File: config.mk
export PLATFORM = sky130hd
export DESIGN_NAME = regfile_flat
export DESIGN_NICKNAME = d
export VERILOG_FILES = /design/src/verilog/exu_pkg.sv /design/src/verilog/exu_if.sv /design/src/verilog/regfile.sv /design/src/flat_wrapper.sv
export VERILOG_INCLUDE_DIRS = /design/src /design/src/verilog
export SDC_FILE = /design/constraint.sdc
export NUM_CORES = 1
export LEC_CHECK = 0
export ABC_AREA = 1
export BUFFER_PORTS_ARGS = -buffer_cell sky130_fd_sc_hd__buf_2
export CORE_MARGIN = 5
export CORE_UTILIZATION = 50
export CTS_CLUSTER_DIAMETER = 80
export DETAILED_ROUTE_END_ITERATION = 10
export PLACE_DENSITY_LB_ADDON = 0.25
export SYNTH_ARGS = -nofsm -noshare
export SYNTH_HDL_FRONTEND = slang
export SYNTH_SLANG_ARGS = --single-unit
File: constraint.sdc
create_clock -name clk -period 51.7 [get_ports clk]
set_input_delay 7.755 -clock clk [delete_from_list [all_inputs] [get_ports clk]]
set_output_delay 7.755 -clock clk [all_outputs]
set_load 0.01 [all_outputs]
File: src/verilog/exu_defs.svh
`ifndef EXU_DEFS_SVH
`define EXU_DEFS_SVH

// architectural registers of RV32E.
`define EXU_NREG 16

// entries kept in the forwarding history.
`define EXU_BYPASS_DEPTH 4

// data memory depth in 32-bit words.
`define EXU_DMEM_WORDS 256

`define EXU_CSR_MSTATUS 12'h300
`define EXU_CSR_MTVEC   12'h305
`define EXU_CSR_MEPC    12'h341

`endif

File: src/verilog/exu_pkg.sv
package exu_pkg;

    typedef logic [31:0] word_t;
    typedef logic [3:0]  reg_idx_t;

    // branch opcodes only compare, the target comes from pc + imm.
    typedef enum logic [4:0] {
        ALU_ADD,
        ALU_SUB,
        ALU_SLL,
        ALU_SLT,
        ALU_SLTU,
        ALU_XOR,
        ALU_SRL,
        ALU_SRA,
        ALU_OR,
        ALU_AND,
        ALU_LUI,
        ALU_BEQ,
        ALU_BNE,
        ALU_BLT,
        ALU_BGE,
        ALU_BLTU,
        ALU_BGEU
    } alu_op_e;

    typedef enum logic [1:0] {
        MEM_NONE,
        MEM_BYTE,
        MEM_HALF,
        MEM_WORD
    } mem_size_e;

    typedef enum logic [3:0] {
        UOP_ALU,
        UOP_BRANCH,
        UOP_JUMP,
        UOP_LOAD,
        UOP_STORE,
        UOP_CSRRW,
        UOP_CSRRS,
        UOP_ECALL,
        UOP_MRET,
        UOP_EBREAK
    } uop_class_e;

    // csr ops carry the csr address in imm[11:0].
    typedef struct packed {
        uop_class_e uop_class;
        alu_op_e    alu_op;
        reg_idx_t   rd;
        reg_idx_t   rs1;
        reg_idx_t   rs2;
        word_t      imm;
        word_t      pc;
        logic       src1_is_pc;
        logic       src2_is_imm;
        logic       gpr_we;
        logic       load_signed;
        mem_size_e  mem_size;
    } uop_t;

    typedef enum logic {
        WB_KIND_WB,
        WB_KIND_REDIRECT
    } wb_kind_e;

endpackage

File: src/verilog/exu_if.sv


interface wb_if;
    logic              valid;
    exu_pkg::reg_idx_t rd;
    exu_pkg::word_t    data;
    logic              is_load_return; // set when data comes from the memory read.

    modport producer (output valid, rd, data, is_load_return);
    modport regfile_side (input valid, rd, data);
    modport bypass_side (input valid, rd, data, is_load_return);
endinterface

File: src/verilog/regfile.sv
`timescale 1ns/1ps
`include "exu_defs.svh"

module regfile (
    input  logic              clk,
    input  logic              rst,
    input  exu_pkg::reg_idx_t rs1_idx,
    input  exu_pkg::reg_idx_t rs2_idx,
    output exu_pkg::word_t    rs1_data,
    output exu_pkg::word_t    rs2_data,
    wb_if.regfile_side        wb
);
    exu_pkg::word_t regs [`EXU_NREG];

    always_ff @(posedge clk or posedge rst) begin
        if (rst) begin
            for (int i = 0; i < `EXU_NREG; i++) begin
                regs[i] <= '0;
            end
        end else if (wb.valid && wb.rd != '0) begin
            regs[wb.rd] <= wb.data;
        end
    end

    // x0 is hardwired.
    assign rs1_data = (rs1_idx == '0) ? '0 : regs[rs1_idx];
    assign rs2_data = (rs2_idx == '0) ? '0 : regs[rs2_idx];

endmodule

File: src/flat_wrapper.sv
// flat-port wrapper written by rule: the top's interface ports become plain ports
module regfile_flat 
  (clk, rst, rs1_idx, rs2_idx, rs1_data, rs2_data, wb_valid, wb_rd, wb_data);
  wb_if wb_i ();
  input  logic clk;
  input  logic rst;
  input  exu_pkg::reg_idx_t rs1_idx;
  input  exu_pkg::reg_idx_t rs2_idx;
  output exu_pkg::word_t rs1_data;
  output exu_pkg::word_t rs2_data;
  input wire logic [$bits(wb_i.valid)-1:0] wb_valid;
  input wire logic [$bits(wb_i.rd)-1:0] wb_rd;
  input wire logic [$bits(wb_i.data)-1:0] wb_data;
  assign wb_i.valid = wb_valid;
  assign wb_i.rd = wb_rd;
  assign wb_i.data = wb_data;
  regfile u_core (.clk(clk), .rst(rst), .rs1_idx(rs1_idx), .rs2_idx(rs2_idx), .rs1_data(rs1_data), .rs2_data(rs2_data), .wb(wb_i));
endmodule
; ---- Word level (Yosys, flattened, before mapping)
; Cells that the tools add are included.
[word_totals]
regBits = 512
in_bits = 47
output_inout_bits = 64
word_cells = 39
[classes]
n_lt_le_gt_ge = 4
mux = 11
bitwise = 3
n_reduce_logical = 5
[ops]
columns = operator, count
row1 = 512-bit bitwise mux, 1
row2 = 32-bit binary-select mux with 4-bit select, 2
row3 = 32-bit 2-to-1 mux, 7
row4 = 32-bit demux with 4-bit select, 1
row5 = "5-bit greater-or-equal comparator, second input constant", 3
row6 = 4-bit inverter with 5-bit output, 3
row7 = 4-bit zero test, 2
row8 = "5-bit by 1-bit < comparator with 1-bit output, second input constant", 1
row9 = 4-bit nonzero test, 1
row10 = 1-bit logical AND, 2

; ---- Depth between registers and ports, before layout
[logic_depth]
ltp_word = 6
depth_mapped = 11
ltp_nobuf = 8

; ---- Worst setup path before layout
; No wires, ideal clock.
[synth_timing]
path_type = in2out
start = input port rs2_idx[3]
end = output port rs2_data[10]
arrival_ps = 8794
required_time_ps = 43945
setup_slack_ps = 35151
stages = 7
path_buffers = 2
path_cell_list = clkbuf_1 -> nor2_1 -> clkbuf_1 -> nand2_1 -> nand2_1 -> inv_1 -> a21oi_1
[synth_between]
elab_chain_cells = 5
word_cells_on_any_way = 6
classes_between = 4 x mux / 1 x bitwise / 1 x reduce/logical
[synth_lines]
columns = element, line
row1 = start: declaration, flat_wrapper.sv:8  ; input exu_pkg::reg_idx_t rs2_idx;
row2 = 4-bit inverter with 5-bit output (not written as such), regfile.sv:27  ; assign rs2_data = (rs2_idx == '0) ? '0 : regs[rs2_idx];
row3 = 32-bit binary-select mux with 4-bit select, regfile.sv:27
row4 = 32-bit 2-to-1 mux (not written as such) (2 in a row), regfile.sv:27
row5 = 32-bit 2-to-1 mux (*), regfile.sv:27
row6 = end: declaration, flat_wrapper.sv:10  ; output exu_pkg::word_t rs2_data;
; Every way passes the cells marked *; elsewhere a longest branch is shown, timed or not. The select of a mux whose other input is x is not followed.

; ---- Worst setup path in the final report
[layout_timing]
start = input port rs1_idx[0]
end = output port rs1_data[24]
[layout_between]
elab_chain_cells = 5
word_cells_on_any_way = 6
classes_between = 4 x mux / 1 x bitwise / 1 x reduce/logical
[layout_lines]
columns = element, line
row1 = start: declaration, flat_wrapper.sv:7  ; input exu_pkg::reg_idx_t rs1_idx;
row2 = 4-bit inverter with 5-bit output (not written as such), regfile.sv:26  ; assign rs1_data = (rs1_idx == '0) ? '0 : regs[rs1_idx];
row3 = 32-bit binary-select mux with 4-bit select, regfile.sv:26
row4 = 32-bit 2-to-1 mux (not written as such) (2 in a row), regfile.sv:26
row5 = 32-bit 2-to-1 mux (*), regfile.sv:26
row6 = end: declaration, flat_wrapper.sv:9  ; output exu_pkg::word_t rs1_data;
; Marked as above.

==> run_results.csv <==
group,metric,value,unit
run_status,status,"finished, final reports clean",
global_route,grt_use_total,30.5,%
detailed_routing,wirelength,99700,µm
sta,timing_hold_violations_final,0,
critical_path,slowest_stage,"buf_4",
clock_tree,cts_made_buffers,56,
detailed_routing,vias,29200,
die,pin_count,111,
placement,dp.cells,5162,
critical_path,required,43.95,ns
die,initial_utilization,50.5,%
clock_tree,cts_hold_buffers,0,
finish,nFillCells,5847,
detailed_routing,wl_per_cell,18.9,µm
run,cap_violations,0,
clock_tree,cts_tree,"built",
finish,layout-drive-gt1-share,6.26,%
clock_tree,clockRootBuffer,"clkbuf_16",
clock_tree,cts_sinks,512,
yosys,yosysTopAreaCell,"dfrtp_1",
finish,finalNonFillerCells,5269,
global_route,grt_pass1_vias,27600,
die,row_count,89,
sta,grt_setup_unrepaired,"no",
yosys,synth_warnings,0,
detailed_routing,ant_nets,0,
finish,multiInputGateArea,13400,µm²
power_and_ir_drop,powerDensity,37.9,nW/µm²
power_and_ir_drop,vdd.ir_drop.worst,0.0000334,V
critical_path,worstPathMaxFanout,112,
critical_path,crit-reg2reg-launch,"u_core.regs[218]",
global_route,grt_overflow,0,
critical_path,cp-end-kind,"output port",
yosys,synth_area,29800,µm²
yosys,synth.top_cells.by_count,"1830 x nand2_1, 705 x nand3_1, 616 x inv_1",
finish,seq_area,12800,µm²
critical_path,crit_arrival,11.15,ns
clock_tree,clk_pin_slew,0.06,ns
critical_path,r2r_slack,50.96,ns
critical_path,crit_start,"rs1_idx[0]",
worst_hold_path,hp-class,"flop to flop",
placement,hpwlAfterDp,55000,µm
sta,worstMarginPinSlew,1.18,ns
die,core,59000,µm²
critical_path,worstReg2RegEnd,"u_core.regs[218]",
die,die_h,254,µm
yosys,syn_nets,4614,
die,die-area,64600,µm²
finish,largest_register_ffs,512,
power_and_ir_drop,p_leak,17.3,nW
global_route,grt_max_degree,138,
yosys,syn_area_per_cell,6.53,µm²
detailed_routing,via_per_inst,5.53,
critical_path,path_class,"input pin to output port",
yosys,synth_edf_count,0,
detailed_routing,drc,0,
sta,finClkSkew,0,ns
detailed_routing,drtIter0Drc,3320,
clock_tree,postCtsSetupBuffers,0,
critical_path,crit_end,"rs1_data[24]",
clock_tree,clockBufferDepth,3,
clock_tree,insertion_delay,0.62,ns
sta,fin_tns_setup,0,ns
clock_tree,ctsResizeCount,0,
sta,fmax,0.0529,GHz
clock_tree,cts_max_level,2,
global_route,antenna_found_initial,9,
placement,portBuffers,110,
sta,finalMaxSlewViolations,0,
finish,top_register,"u_core.regs",
yosys,synth_area_leaders,"dfrtp_1 43%, nand2_1 23%, nand3_1 12%",
sta,finalCriticalPeriod,18.91,ns
yosys,synthArstFlopShare,100,%
yosys,synth_cell_types,20,
critical_path,crit_chain,"buf_8, buf_4, buf_4, nand2_1, nand3_1, nand2_1, nand2_1, nand2_1, inv_1, a21oi_1, buf_2",
sta,slew_headroom,21.2,%
critical_path,r2r_cells,2,
placement,place.gp.congestion,0.839,
yosys,ys_seq_area_share,42.9,%
sta,setup_viol,0,
yosys,yosysMostFrequentCell,"nand2_1",
sta,period_share,36.6,%
critical_path,critPathMaxStageDelay,0.82,ns
detailed_routing,firstDrtPassIters,6,
finish,reg.largest.list,"u_core.regs x512",
yosys,synth_seq_cells,512,
critical_path,cpMostUsedCell,"nand2_1",
global_route,grt_pass1_wl,157000,µm
finish,area_growth,8.41,%
critical_path,start_kind,"input pin",
yosys,synth_flop_cell,"dfrtp_1",
finish,finalNetCount,4494,
yosys,syn_inst,4567,
yosys,netlist.area_leader.share,42.9,%
die,die_w,254,µm
[worst min-delay path by stage]
stage               depth (start not counted)               end  slack, ns             start
floorplan                                   1  u_core.regs[480]       0.43  u_core.regs[480]
finish                                      0  u_core.regs[492]       0.38  u_core.regs[492]
CTS                                         0  u_core.regs[488]       0.38  u_core.regs[488]
detailed placement                          0  u_core.regs[509]       0.37  u_core.regs[509]
global route                                0  u_core.regs[508]       0.38  u_core.regs[508]
global placement                            0  u_core.regs[509]       0.36  u_core.regs[509]
[critical path, delay by kind of cell]
kind / cells / cell delay, ns
compound gates: 1 / 0.16
buf+inv: 5 / 2.41
simple gates: 5 / 0.44
[per-stage QoR]
step           worst slack, ns  hold WS (ns)  util, %  power (mW)  cell area [µm²]
4_1_cts                  33.06         0.379     54.8        1.23            32300
3_5_place_dp             33.09         0.366     51.5       0.808            30400
3_3_place_gp             33.10         0.365     51.5       0.800            30400
5_1_grt                  32.78         0.384     54.8        1.30            32300
6_report                 32.79         0.378     54.8        1.23            32300
2_1_floorplan            29.65         0.429        -       0.729            29800
[placed cells by master, fill, tap and decap left out, drive strengths merged]
cell,netlist,layout
nand2,1834,1834
nand3,708,708
inv,619,621
dfrtp,512,512
o21ai,480,480
buf,145,156
clkbuf,189,77
a21oi,64,64
clkinv,0,15
nor2,11,11
bufinv,0,6
diode,0,5
nor3,2,2
clkinvlp,0,2
nor4,2,2
nand3b,1,1
[cells by family (layout without fill, tap and decap cells)]
kind of cell           after synthesis  after routing  share of synthesized area (%)
AO/OA/AOI/OAI                      544            544                           9.13
flip-flops                         512            512                           42.9
buffers and inverters              953            877                           12.5
AND/OR/NAND/NOR                   2558           2558                           35.4
other                                0              5                              0
[where the power goes]
group | total, mW | internal [mW] | switching [mW]
registers | 0.516 | 0.482 | 0.0346
logic | 0.290 | 0.0934 | 0.197
clock network | 0.420 | 0.247 | 0.173
total | 1.23 | 0.822 | 0.404
[metal layers]
layer	up-vias	part of all wire, %	GRT usage (%)
met2	1532	44	48.0
met4	2	4.6	12.5
met3	300	11	5.40
met5	-	0.011	0
li1	13900	-	-
met1	13500	41	42.1
[layout make-up]
class	count	area share [%]
tap	773	2.99
timing repair buffer	156	2.89
clock inverter	25	0.901
multi-input combinational	3102	41.3
antenna	5	0.0387
clock buffer	77	4.98
inverter	619	7.27
sequential	512	39.6
Power figures use the tool's default switching activity.
